$ cat config.mk
export PLATFORM = sky130hd
export DESIGN_NAME = video_top
export DESIGN_NICKNAME = d
export VERILOG_FILES = /design/src/hw/vga_pkg.sv /design/src/hw/pixel_pos_if.sv /design/src/hw/video_top.sv /design/src/hw/pixel_gen.sv /design/src/hw/char_sprite.sv /design/src/hw/map_tile.sv /design/src/hw/debug_text.sv /design/src/hw/vga_sync.sv
export SDC_FILE = /design/constraint.sdc
export NUM_CORES = 1
export LEC_CHECK = 0
export ABC_AREA = 1
export BUFFER_PORTS_ARGS = -buffer_cell sky130_fd_sc_hd__buf_2
export CAP_MARGIN = 20
export CORE_MARGIN = 2
export CORE_UTILIZATION = 35
export DETAILED_ROUTE_END_ITERATION = 12
export GPL_TIMING_DRIVEN = 0
export PLACE_DENSITY = 0.7
export SLEW_MARGIN = 40
export SYNTH_ARGS = -nofsm -noshare
export SYNTH_HDL_FRONTEND = slang
export SYNTH_SLANG_ARGS = --single-unit
$ cat constraint.sdc
create_clock -name sys_clk -period 12 [get_ports sys_clk]
set_input_delay 2.4 -clock sys_clk [delete_from_list [all_inputs] [get_ports sys_clk]]
set_output_delay 2.4 -clock sys_clk [all_outputs]
set_load 0.02 [all_outputs]
$ cat src/hw/vga_pkg.sv
`default_nettype none

package vga_pkg;

    typedef logic [11:0] color_t; // 4 bits per channel
    typedef logic [9:0]  coord_t; // Covers an 800 pixel line total

    //----------------------------------------
    // Palette
    //----------------------------------------
    localparam color_t WHITE     = 12'hFFF; // Background
    localparam color_t BLACK     = 12'h000; // Blanking
    localparam color_t TEXT_FG   = 12'h7F7;
    localparam color_t TEXT_BG   = 12'h222;
    localparam color_t MAP_A     = 12'h2A6; // Even checker tiles
    localparam color_t MAP_B     = 12'h820; // Odd checker tiles
    localparam color_t CHAR_EDGE = 12'hA21;
    localparam color_t CHAR_BODY = 12'hF80;

    // Debug text geometry
    localparam int FONT_W  = 8; // Glyph width and height in pixels
    localparam int ROW_GAP = 5; // Blank lines between text rows

    //----------------------------------------
    // Hex font, 8x8, MSB is leftmost pixel
    //----------------------------------------
    localparam logic [7:0] hex_glyph [16][8] = '{
        '{8'h3C, 8'h66, 8'h6E, 8'h76, 8'h66, 8'h66, 8'h3C, 8'h00}, // 0
        '{8'h18, 8'h38, 8'h18, 8'h18, 8'h18, 8'h18, 8'h7E, 8'h00}, // 1
        '{8'h3C, 8'h66, 8'h06, 8'h0C, 8'h30, 8'h60, 8'h7E, 8'h00}, // 2
        '{8'h3C, 8'h66, 8'h06, 8'h1C, 8'h06, 8'h66, 8'h3C, 8'h00}, // 3
        '{8'h0C, 8'h1C, 8'h3C, 8'h6C, 8'h7E, 8'h0C, 8'h0C, 8'h00}, // 4
        '{8'h7E, 8'h60, 8'h7C, 8'h06, 8'h06, 8'h66, 8'h3C, 8'h00}, // 5
        '{8'h3C, 8'h60, 8'h60, 8'h7C, 8'h66, 8'h66, 8'h3C, 8'h00}, // 6
        '{8'h7E, 8'h06, 8'h0C, 8'h18, 8'h30, 8'h30, 8'h30, 8'h00}, // 7
        '{8'h3C, 8'h66, 8'h66, 8'h3C, 8'h66, 8'h66, 8'h3C, 8'h00}, // 8
        '{8'h3C, 8'h66, 8'h66, 8'h3E, 8'h06, 8'h0C, 8'h38, 8'h00}, // 9
        '{8'h18, 8'h3C, 8'h66, 8'h66, 8'h7E, 8'h66, 8'h66, 8'h00}, // A
        '{8'h7C, 8'h66, 8'h66, 8'h7C, 8'h66, 8'h66, 8'h7C, 8'h00}, // B
        '{8'h3C, 8'h66, 8'h60, 8'h60, 8'h60, 8'h66, 8'h3C, 8'h00}, // C
        '{8'h78, 8'h6C, 8'h66, 8'h66, 8'h66, 8'h6C, 8'h78, 8'h00}, // D
        '{8'h7E, 8'h60, 8'h60, 8'h7C, 8'h60, 8'h60, 8'h7E, 8'h00}, // E
        '{8'h7E, 8'h60, 8'h60, 8'h7C, 8'h60, 8'h60, 8'h60, 8'h00}  // F
    };

endpackage

`default_nettype wire
$ cat src/hw/pixel_pos_if.sv
`timescale 1ns/1ns
`default_nettype none

// Pixel position and syncs, one value per pixel clock
interface pixel_pos_if
    import vga_pkg::*;
();

    coord_t x;        // Horizontal counter
    coord_t y;        // Vertical counter
    logic   video_on; // Inside the visible area
    logic   hsync;    // Active low
    logic   vsync;    // Active low

    // Sync generator side
    modport src (
        output x, y, video_on, hsync, vsync
    );

    // Pixel generator side
    modport sink (
        input x, y, video_on, hsync, vsync
    );

endinterface

`default_nettype wire

$ cat src/hw/video_top.sv
`timescale 1ns/1ns
`default_nettype none

module video_top
    import vga_pkg::*;
#(
    parameter int H_ACTIVE   = 640, // Horizontal mode
    parameter int H_FRONT    = 16,
    parameter int H_SYNC     = 96,
    parameter int H_BACK     = 48,
    parameter int V_ACTIVE   = 480, // Vertical mode
    parameter int V_FRONT    = 10,
    parameter int V_SYNC     = 2,
    parameter int V_BACK     = 33,
    parameter int SEQ_NUM    = 16,  // Debug rows
    parameter int SEQ_DIGITS = 4,   // Hex digits per row
    parameter int MAP_X      = 270,
    parameter int MAP_Y      = 50,
    parameter int MAP_W      = 100,
    parameter int MAP_H      = 100,
    parameter int TILE       = 10,
    parameter int CHAR_W     = 32,
    parameter int CHAR_H     = 32
) (
    input  logic   sys_clk, // Pixel clock
    input  logic   rst,
    input  logic [SEQ_NUM-1:0][SEQ_DIGITS*4-1:0] debug_words,
    input  coord_t char_x,
    input  coord_t char_y,
    output color_t rgb,
    output logic   hsync,
    output logic   vsync
);

    pixel_pos_if pos ();

    vga_sync #(
        .H_ACTIVE (H_ACTIVE),
        .H_FRONT  (H_FRONT),
        .H_SYNC   (H_SYNC),
        .H_BACK   (H_BACK),
        .V_ACTIVE (V_ACTIVE),
        .V_FRONT  (V_FRONT),
        .V_SYNC   (V_SYNC),
        .V_BACK   (V_BACK)
    ) vga_sync_inst (
        .sys_clk (sys_clk),
        .rst     (rst),
        .pos     (pos.src)
    );

    pixel_gen #(
        .SEQ_NUM    (SEQ_NUM),
        .SEQ_DIGITS (SEQ_DIGITS),
        .MAP_X      (MAP_X),
        .MAP_Y      (MAP_Y),
        .MAP_W      (MAP_W),
        .MAP_H      (MAP_H),
        .TILE       (TILE),
        .CHAR_W     (CHAR_W),
        .CHAR_H     (CHAR_H)
    ) pixel_gen_inst (
        .sys_clk     (sys_clk),
        .rst         (rst),
        .pos         (pos.sink),
        .debug_words (debug_words),
        .char_x      (char_x),
        .char_y      (char_y),
        .rgb         (rgb),
        .hsync       (hsync),
        .vsync       (vsync)
    );

endmodule

`default_nettype wire

$ cat src/hw/pixel_gen.sv
`timescale 1ns/1ns
`default_nettype none

module pixel_gen
    import vga_pkg::*;
#(
    parameter int SEQ_NUM    = 16,
    parameter int SEQ_DIGITS = 4,
    parameter int MAP_X      = 270,
    parameter int MAP_Y      = 50,
    parameter int MAP_W      = 100,
    parameter int MAP_H      = 100,
    parameter int TILE       = 10,
    parameter int CHAR_W     = 32,
    parameter int CHAR_H     = 32
) (
    input  logic   sys_clk,
    input  logic   rst,
    pixel_pos_if.sink pos,
    input  logic [SEQ_NUM-1:0][SEQ_DIGITS*4-1:0] debug_words,
    input  coord_t char_x,
    input  coord_t char_y,
    output color_t rgb,
    output logic   hsync,
    output logic   vsync
);

    logic   text_hit;
    logic   map_hit;
    logic   char_hit;
    color_t text_color;
    color_t map_color;
    color_t char_color;
    color_t pix_color; // Chosen colour before the output register

    //----------------------------------------
    // Layers
    //----------------------------------------
    debug_text #(
        .SEQ_NUM    (SEQ_NUM),
        .SEQ_DIGITS (SEQ_DIGITS)
    ) debug_text_inst (
        .x           (pos.x),
        .y           (pos.y),
        .debug_words (debug_words),
        .hit         (text_hit),
        .color       (text_color)
    );

    map_tile #(
        .MAP_X (MAP_X),
        .MAP_Y (MAP_Y),
        .MAP_W (MAP_W),
        .MAP_H (MAP_H),
        .TILE  (TILE)
    ) map_tile_inst (
        .x     (pos.x),
        .y     (pos.y),
        .hit   (map_hit),
        .color (map_color)
    );

    char_sprite #(
        .CHAR_W (CHAR_W),
        .CHAR_H (CHAR_H)
    ) char_sprite_inst (
        .x      (pos.x),
        .y      (pos.y),
        .char_x (char_x),
        .char_y (char_y),
        .hit    (char_hit),
        .color  (char_color)
    );

    //----------------------------------------
    // Priority and blanking
    //----------------------------------------
    always_comb begin
        if (!pos.video_on) begin
            pix_color = BLACK;      // Porches and sync
        end else if (text_hit) begin
            pix_color = text_color; // Text over everything
        end else if (map_hit) begin
            pix_color = map_color;
        end else if (char_hit) begin
            pix_color = char_color; // Sprite sits behind the map
        end else begin
            pix_color = WHITE;
        end
    end

    // One clock of latency on colour and syncs alike
    always_ff @(posedge sys_clk) begin
        if (rst) begin
            rgb   <= BLACK;
            hsync <= 1'b1;
            vsync <= 1'b1;
        end else begin
            rgb   <= pix_color;
            hsync <= pos.hsync;
            vsync <= pos.vsync;
        end
    end

endmodule

`default_nettype wire

$ cat src/hw/char_sprite.sv
`timescale 1ns/1ns
`default_nettype none

module char_sprite
    import vga_pkg::*;
#(
    parameter int CHAR_W = 32,
    parameter int CHAR_H = 32
) (
    input  coord_t x,
    input  coord_t y,
    input  coord_t char_x, // Top left corner of the box
    input  coord_t char_y,
    output logic   hit,
    output color_t color
);

    localparam int EDGE = 2; // Border thickness

    coord_t dx; // Offset inside the box
    coord_t dy;
    logic   on_edge;

    // Right and bottom bounds are wide sums so no wrap at the screen end
    assign hit = (x >= char_x) && (x < char_x + CHAR_W) &&
                 (y >= char_y) && (y < char_y + CHAR_H);

    assign dx = x - char_x;
    assign dy = y - char_y;

    // Outer ring of the box
    assign on_edge = (dx < EDGE) || (dx >= CHAR_W - EDGE) ||
                     (dy < EDGE) || (dy >= CHAR_H - EDGE);

    assign color = on_edge ? CHAR_EDGE : CHAR_BODY;

endmodule

`default_nettype wire

$ cat src/hw/map_tile.sv
`timescale 1ns/1ns
`default_nettype none

module map_tile
    import vga_pkg::*;
#(
    parameter int MAP_X = 270, // Window origin
    parameter int MAP_Y = 50,
    parameter int MAP_W = 100, // Window size
    parameter int MAP_H = 100,
    parameter int TILE  = 10   // Checker square size
) (
    input  coord_t x,
    input  coord_t y,
    output logic   hit,
    output color_t color
);

    coord_t dx; // Offset inside the window
    coord_t dy;
    coord_t tile_col;
    coord_t tile_row;
    coord_t tile_sum;

    assign hit = (x >= MAP_X) && (x < MAP_X + MAP_W) &&
                 (y >= MAP_Y) && (y < MAP_Y + MAP_H);

    assign dx = x - coord_t'(MAP_X);
    assign dy = y - coord_t'(MAP_Y);

    // Tile indices
    assign tile_col = coord_t'(dx / TILE);
    assign tile_row = coord_t'(dy / TILE);
    assign tile_sum = tile_col + tile_row;

    assign color = tile_sum[0] ? MAP_B : MAP_A; // Even sum is MAP_A

endmodule

`default_nettype wire

$ cat src/hw/debug_text.sv
`timescale 1ns/1ns
`default_nettype none

module debug_text
    import vga_pkg::*;
#(
    parameter int SEQ_NUM    = 16,
    parameter int SEQ_DIGITS = 4
) (
    input  coord_t x,
    input  coord_t y,
    input  logic [SEQ_NUM-1:0][SEQ_DIGITS*4-1:0] debug_words,
    output logic   hit,
    output color_t color
);

    localparam int ROW_PITCH = FONT_W + ROW_GAP; // Lines from one row top to the next
    localparam int TEXT_W    = SEQ_DIGITS * FONT_W;

    logic                    row_hit;
    logic                    col_hit;
    logic [SEQ_DIGITS*4-1:0] word;       // Word of the selected row
    logic [2:0]              glyph_line; // Line within the glyph
    logic [2:0]              glyph_col;  // Column within the glyph
    logic [3:0]              nibble;
    int                      digit;

    //----------------------------------------
    // Row select
    //----------------------------------------
    // Scan from the top row down so the lowest index wins on overlap
    always_comb begin
        row_hit    = 1'b0;
        word       = '0;
        glyph_line = '0;
        for (int k = SEQ_NUM - 1; k >= 0; k--) begin
            if ((int'(y) >= k * ROW_PITCH) && (int'(y) < k * ROW_PITCH + FONT_W)) begin
                row_hit    = 1'b1;
                word       = debug_words[k];
                glyph_line = 3'(int'(y) - k * ROW_PITCH);
            end
        end
    end

    assign col_hit = (int'(x) < TEXT_W); // Text starts at the left edge

    //----------------------------------------
    // Digit and glyph lookup
    //----------------------------------------
    always_comb begin
        digit     = int'(x) / FONT_W;
        glyph_col = 3'(int'(x) % FONT_W);
        nibble    = '0;
        if (col_hit) begin
            nibble = word[(SEQ_DIGITS - 1 - digit) * 4 +: 4]; // Digit 0 is the top nibble
        end
    end

    assign hit = row_hit && col_hit;

    // Set glyph bit is foreground
    assign color = hex_glyph[nibble][glyph_line][3'd7 - glyph_col] ? TEXT_FG : TEXT_BG;

endmodule

`default_nettype wire

$ cat src/hw/vga_sync.sv
`timescale 1ns/1ns
`default_nettype none

module vga_sync
    import vga_pkg::*;
#(
    parameter int H_ACTIVE = 640,
    parameter int H_FRONT  = 16,
    parameter int H_SYNC   = 96,
    parameter int H_BACK   = 48,
    parameter int V_ACTIVE = 480,
    parameter int V_FRONT  = 10,
    parameter int V_SYNC   = 2,
    parameter int V_BACK   = 33
) (
    input  logic sys_clk,
    input  logic rst,
    pixel_pos_if.src pos
);

    // Line and frame totals
    localparam int H_TOTAL = H_ACTIVE + H_FRONT + H_SYNC + H_BACK;
    localparam int V_TOTAL = V_ACTIVE + V_FRONT + V_SYNC + V_BACK;

    // Sync pulse windows
    localparam int H_SYNC_START = H_ACTIVE + H_FRONT;
    localparam int H_SYNC_END   = H_SYNC_START + H_SYNC;
    localparam int V_SYNC_START = V_ACTIVE + V_FRONT;
    localparam int V_SYNC_END   = V_SYNC_START + V_SYNC;

    coord_t x_cnt;
    coord_t y_cnt;
    coord_t x_next;
    coord_t y_next;
    logic   hsync_q;
    logic   vsync_q;
    logic   video_on_q;

    //----------------------------------------
    // Next position
    //----------------------------------------
    always_comb begin
        x_next = x_cnt + 1'b1;
        y_next = y_cnt;
        if (x_cnt == coord_t'(H_TOTAL - 1)) begin // End of line
            x_next = '0;
            if (y_cnt == coord_t'(V_TOTAL - 1)) begin
                y_next = '0; // End of frame
            end else begin
                y_next = y_cnt + 1'b1;
            end
        end
    end

    // Syncs and active flag follow the next position so all stay aligned
    always_ff @(posedge sys_clk) begin
        if (rst) begin
            x_cnt      <= '0;
            y_cnt      <= '0;
            hsync_q    <= 1'b1; // Inactive
            vsync_q    <= 1'b1;
            video_on_q <= 1'b1; // Position 0,0 is visible
        end else begin
            x_cnt      <= x_next;
            y_cnt      <= y_next;
            hsync_q    <= !((x_next >= H_SYNC_START) && (x_next < H_SYNC_END));
            vsync_q    <= !((y_next >= V_SYNC_START) && (y_next < V_SYNC_END));
            video_on_q <= (x_next < H_ACTIVE) && (y_next < V_ACTIVE);
        end
    end

    assign pos.x        = x_cnt;
    assign pos.y        = y_cnt;
    assign pos.hsync    = hsync_q;
    assign pos.vsync    = vsync_q;
    assign pos.video_on = video_on_q;

endmodule

`default_nettype wire

* Yosys cells after proc, flatten, opt, wreduce, memory -nomap -nowiden
Memory sizes are Yosys's and may differ from the RTL's. Cells that the tools add are included.
Word-level totals: flip-flop bits (word level) 37, memories 1, output and inout bits 14, memory bits (read-only) 1024, logic and storage cells 192, bits of input ports 278
Operators by class: muxes and demuxes 65, equality and inequality tests 2, bitwise gates (word level) 3, div/mod/pow operators 2, shifts and indexed selects 1, add/subtract/negate cells 26, reductions and logical operators 31, $lt $le $gt $ge 53
Memory list:
- (no name shown) | words 16, width 64, rd ports 1, clocked after Yosys merged registers in 0, wr ports 0, line debug_text.sv:62 | assign color = hex_glyph[nibble][glyph_line][3'd7 - glyph_col] ? TEXT_FG : TEXT_BG;
Operators by type and width (count):
- $mux W16 | 16
- $mux W64 | 2
- $lt A10 B8 Y1 const B | 7
- $div A10 B4 Y32 const B | 2
- $ge A10 B8 Y1 const B | 6
- $ge A10 B7 Y1 const B | 5
- $lt A10 B7 Y1 const B | 5
- $mux W3 | 16
- $lt A10 B6 Y1 const B | 4
- $mux W12 | 3
- $mux W11 | 3
- $ge A10 B5 Y1 const B | 3
- $ge A10 B6 Y1 const B | 3
- $lt A10 B9 Y1 const B | 3
- $mux W10 | 3
- $logic_and A1 B1 Y1 | 25
- $bmux W8 S3 | 1
- $sub A3 B3 Y3 const B | 8
- $add A10 B6 Y11 const B | 2
- $lt A10 B11 Y1 | 2
- $add A10 B1 Y10 const B | 2
- $eq A10 B10 Y1 const B | 2
- $ge A10 B10 Y1 | 2
- $ge A10 B9 Y1 const B | 2
- other kinds (28) | 56

* Logic depth before layout (Yosys ltp)
depth in word-level cells 31, mapped depth 53

* Modules after synthesis
From an unflattened synthesis, not the netlist that was laid out.
Unflattened totals: cells, all modules 2469, area, all modules 13143.9 sq um
Modules (own cells, without submodules):
- debug_text | instances 1, cells an instance 1036, area an instance 4899.7 sq um, sequential area each 0.0 sq um
- map_tile | instances 1, cells an instance 761, area an instance 4181.5 sq um, sequential area each 0.0 sq um
- char_sprite | instances 1, cells an instance 331, area an instance 1873.0 sq um, sequential area each 0.0 sq um
- vga_sync | instances 1, cells an instance 207, area an instance 1393.8 sq um, sequential area each 460.4 sq um
- pixel_gen | instances 1, cells an instance 134, area an instance 795.8 sq um, sequential area each 280.3 sq um

* Worst setup path after synthesis
Ideal clock, no wire load.
path type register to register, start point register vga_sync_inst.y_cnt[1], in the netlist vga_sync_inst.pos.y[1], end point register pixel_gen_inst.rgb[9], setup time 113 ps, required time 11887 ps, period minus slack after synthesis 5691 ps, stages on the path, launching flop included 48, buffers on the path 4, arrival 5578 ps, path slack 6309 ps, cells stage by stage dfxtp_1 > inv_1 > clkbuf_1 > ha_1 > nand2_2 > nand2_4 > nand2_2 > xor2_4 > nand2_1 > ha_1 > inv_1 > nand2_1 > nand2_1 > nand2_1 > inv_2 > nand3_4 > nand2_1 > o21ai_1 > [12 not listed] > buf_6 > nand2_2 > nand2_4 > nor2_4 > nand3_4 > nor2_4 > nand2_1 > buf_6 > nand2_1 > nand2_1 > nor2_1 > nand3_1 > nor2_2 > inv_1 > nand2_1 > nand2_2 > o21ai_1 > inv_1
Between the ends: word-level cells in the longest chain between the ends 20
Ends and longest elaborated chain:
- from (decl) | line vga_sync.sv:32 | coord_t y_cnt;
- from (signal assigned) | line vga_sync.sv:65 | y_cnt <= y_next;
- branches (longest 19 deep; another with $div A10 B4 Y32)
- $mux W12 (*) | line pixel_gen.sv:81 | end else if (text_hit) begin
- to (signal assigned) | line pixel_gen.sv:99 | rgb <= pix_color;
- to (decl) | line pixel_gen.sv:23 | output color_t rgb,
Every way passes the cells marked *. A chain may end at the register's enable or synchronous reset.

* Worst setup path after layout
start point register vga_sync_inst.y_cnt[1], in the netlist vga_sync_inst.pos.y[1], end point register pixel_gen_inst.rgb[2]
Between the ends: word-level cells in the longest chain between the ends 31
Ends and longest elaborated chain (line):
- branches (longest 30 deep; another with $div A10 B4 Y32)
- $mux W12 (*) | pixel_gen.sv:81
Every way passes the cells marked *. The select of a mux whose other input is x is not followed.

==> flow_summary.ini <==
[worst_setup_path]
critPathMaxStageDelay_ps = 800
cp.arrival_ps = 8130
rr_worst_depth = 39
startpoint = vga_sync_inst.pos.y[1]
cpMostUsedCell = nand2_1
cp.required_ps = 12170
rr_startpoint = vga_sync_inst.pos.y[1]
critPathKind = reg -> reg
worstPathMaxFanout = 14
crit_path_start_kind = register
critPathCaptureType = register
crit_end = pixel_gen_inst.rgb[2]
critPathSlowestCell = dfxtp_1
reg2reg_slack_ps = 4040
reg2reg_to = pixel_gen_inst.rgb[2]

[timing]
finalMaxSlewViolations = 0
fmax_ghz = 0.126
setup_tns_ps = 0
finalCritPeriodShare_pct = 66.3
maxSlewHeadroom_pct = 43.0
finalSetupViolCount = 0
post-route-min-period_ps = 7960
rsz0062_at_grt = no
clock_skew_ps = 10.3
hold_violations = 0
worst_slew_pin_slew_ps = 855

[yosys]
ys_top_cells_by_area = nand2_1, nand3_1, inv_1, ha_1, dfxtp_1
synth_top_cell_by_area = nand2_1
post-synth-top-count-cell = nand2_1
async_flop_share_pct = 0
synth_ff_type = dfxtp_1
synth_nets = 2185
synthTopCellsByCount = nand2_1, inv_1, nand3_1
synth_edf_count = 0
syn-cell-area_um2 = 10200
synth_seq_cells = 35
yosysSeqAreaShare_pct = 6.87
synth_top_area_share_pct = 19.2
synth_warnings = 0
ys_types = 61
avgSynthCellArea_um2 = 5.53
syn_inst = 1845

[global_routing]
gr-total-overflow = 0
grt_max_degree = 15
grt_pass1_vias = 13107
grt_usage_pct = 28.6
antenna_found_initial = 10
grt_pass1_wl_um = 69300

[clock_tree]
ctsHoldBuffers = 0
cts_buffer_depth = 2
postCtsResizedCells = 0
clock-sinks = 35
tritoncts = yes
htreeDepth = 2
numCtsBuffers = 5
clockRootBuffer = clkbuf_16
cts_setup_buffers = 0
clk_latency_ps = 280
clk_pin_slew_ps = 60

[routing]
route.detailed.drc = 0
drt_iter0_drc = 1054
via_per_inst = 5.42
wl_um = 45300
post_drt_wl_per_cell_um = 17.9
route.antenna.remaining_nets = 0
drt-pass1-iter-count = 8
dr_total_vias = 13757

[floorplanning]
coreArea_um2 = 28700
start_util_pct = 35.5
dieHeight_um = 175
fp.dieW_um = 175
rows = 62
ios = 292
dieArea_um2 = 30500

[outcome]
status = finished, final reports clean

[placed_design]
port_buffers = 290
dpl.hpwl_um = 38800
dpl_cell_area_um2 = 12200
gp_congestion = 1.02

[power]
powerDensity_nw_per_um2 = 35.4
vdd_ir_drop_max_uv = 61.2
p_leak_nw = 6.66
total_power_w = 0.000437

[hold_path]
hp-class = reg -> reg

[final_layout]
fillCellCount = 3244
syn2layout_area_growth_pct = 21.0
fin_area_um2 = 12300
fin_util_pct = 43.0
layout.nets = 2485
layout-drive-gt1-share_pct = 21.0

[run]
max_cap_viol_count = 0
[critical path: cells and delay by family, from the launching register on]
kind            cells  cell delay (ps)
compound gates      9             2430
simple gates       18             2050
buf+inv            10             1820
flops               1              800
fa+ha+maj           2              700
[power by group]
part	total, W	internal [W]	switching (W)
sequential	0.000123	0.000120	0.00000304
combinational	0.000179	0.0000747	0.000104
clock	0.000135	0.0000829	0.0000521
total	0.000437	0.000277	0.000159
[flip-flops by register name, summed over array words and instances, names as in the netlist]
signal / flops
pixel_gen_inst.rgb: 10
vga_sync_inst.pos.video_on: 1
vga_sync_inst.pos.vsync: 1
vga_sync_inst.pos.x: 10
vga_sync_inst.pos.hsync: 1
pixel_gen_inst.hsync: 1
vga_sync_inst.pos.y: 10
pixel_gen_inst.vsync: 1
[cell usage in the layout, fill, tap and decap left out, types with 14 or more instances in the layout]
cell	count
nor3_1	23
buf_2	297
o21ai_0	97
o211ai_1	22
nand2_2	35
nand3_2	15
nand4_1	60
xnor2_1	15
nor2_2	14
inv_1	213
a21oi_1	96
nor2_1	165
nand3_1	185
ha_1	60
nand2_1	521
dfxtp_1	35
inv_2	21
a221oi_1	29
clkbuf_1	38
xor2_1	38
[layer usage]
layer | global-route usage, % | routed length (um)
met5 | 0 | 11
met4 | 17.2 | 3230
met3 | 3.31 | 2870
met2 | 51.1 | 21700
met1 | 32.5 | 17500
[worst min-delay path by stage]
stage                      endpoint                    start  cells after the start
2_1_floorplan  pixel_gen_inst.hsync  vga_sync_inst.pos.hsync                      1
3_3_place_gp   pixel_gen_inst.hsync  vga_sync_inst.pos.hsync                      1
3_5_place_dp   pixel_gen_inst.hsync  vga_sync_inst.pos.hsync                      1
4_1_cts        pixel_gen_inst.hsync  vga_sync_inst.pos.hsync                      1
5_1_grt        pixel_gen_inst.hsync  vga_sync_inst.pos.hsync                      1
6_report       pixel_gen_inst.hsync  vga_sync_inst.pos.hsync                      1
[kinds of logic (layout without fill, tap and decap cells)]
kind of cell               after synthesis  count (layout)  synth area share [%]
and+or+nand+nor                       1076            1076                  49.5
AOI/OAI and AO/OA                      315             315                  18.9
buffers and inverters                  300             601                  11.6
adders and majority gates               62              62                  7.75
xor gates and xnor gates                57              57                  5.41
DFF                                     35              35                  6.87
other                                    0               8                     0
[final cells by class]
cell class                 instances  area (um2)  area share, %
multi-input combinational       1510        8340           67.5
inverter                         246         926           7.50
clock inverter                     2        16.3          0.132
tap                              384         480           3.89
antenna                            8        20.0          0.162
timing repair buffer             293        1470           11.9
sequential                        35         701           5.68
clock buffer                       6         139           1.13
buffer                            54         256           2.08
[stage by stage]
stage               setup WS (ps)  std cells  hold WS (ps)
global placement             4270       2519           402
global route                 3460       2538           462
CTS                          4240       2530           430
floorplan                    6310       1845           389
detailed placement           4280       2522           403
finish                       4040       2538           431
No activity file was read; power rests on OpenSTA's default activity.
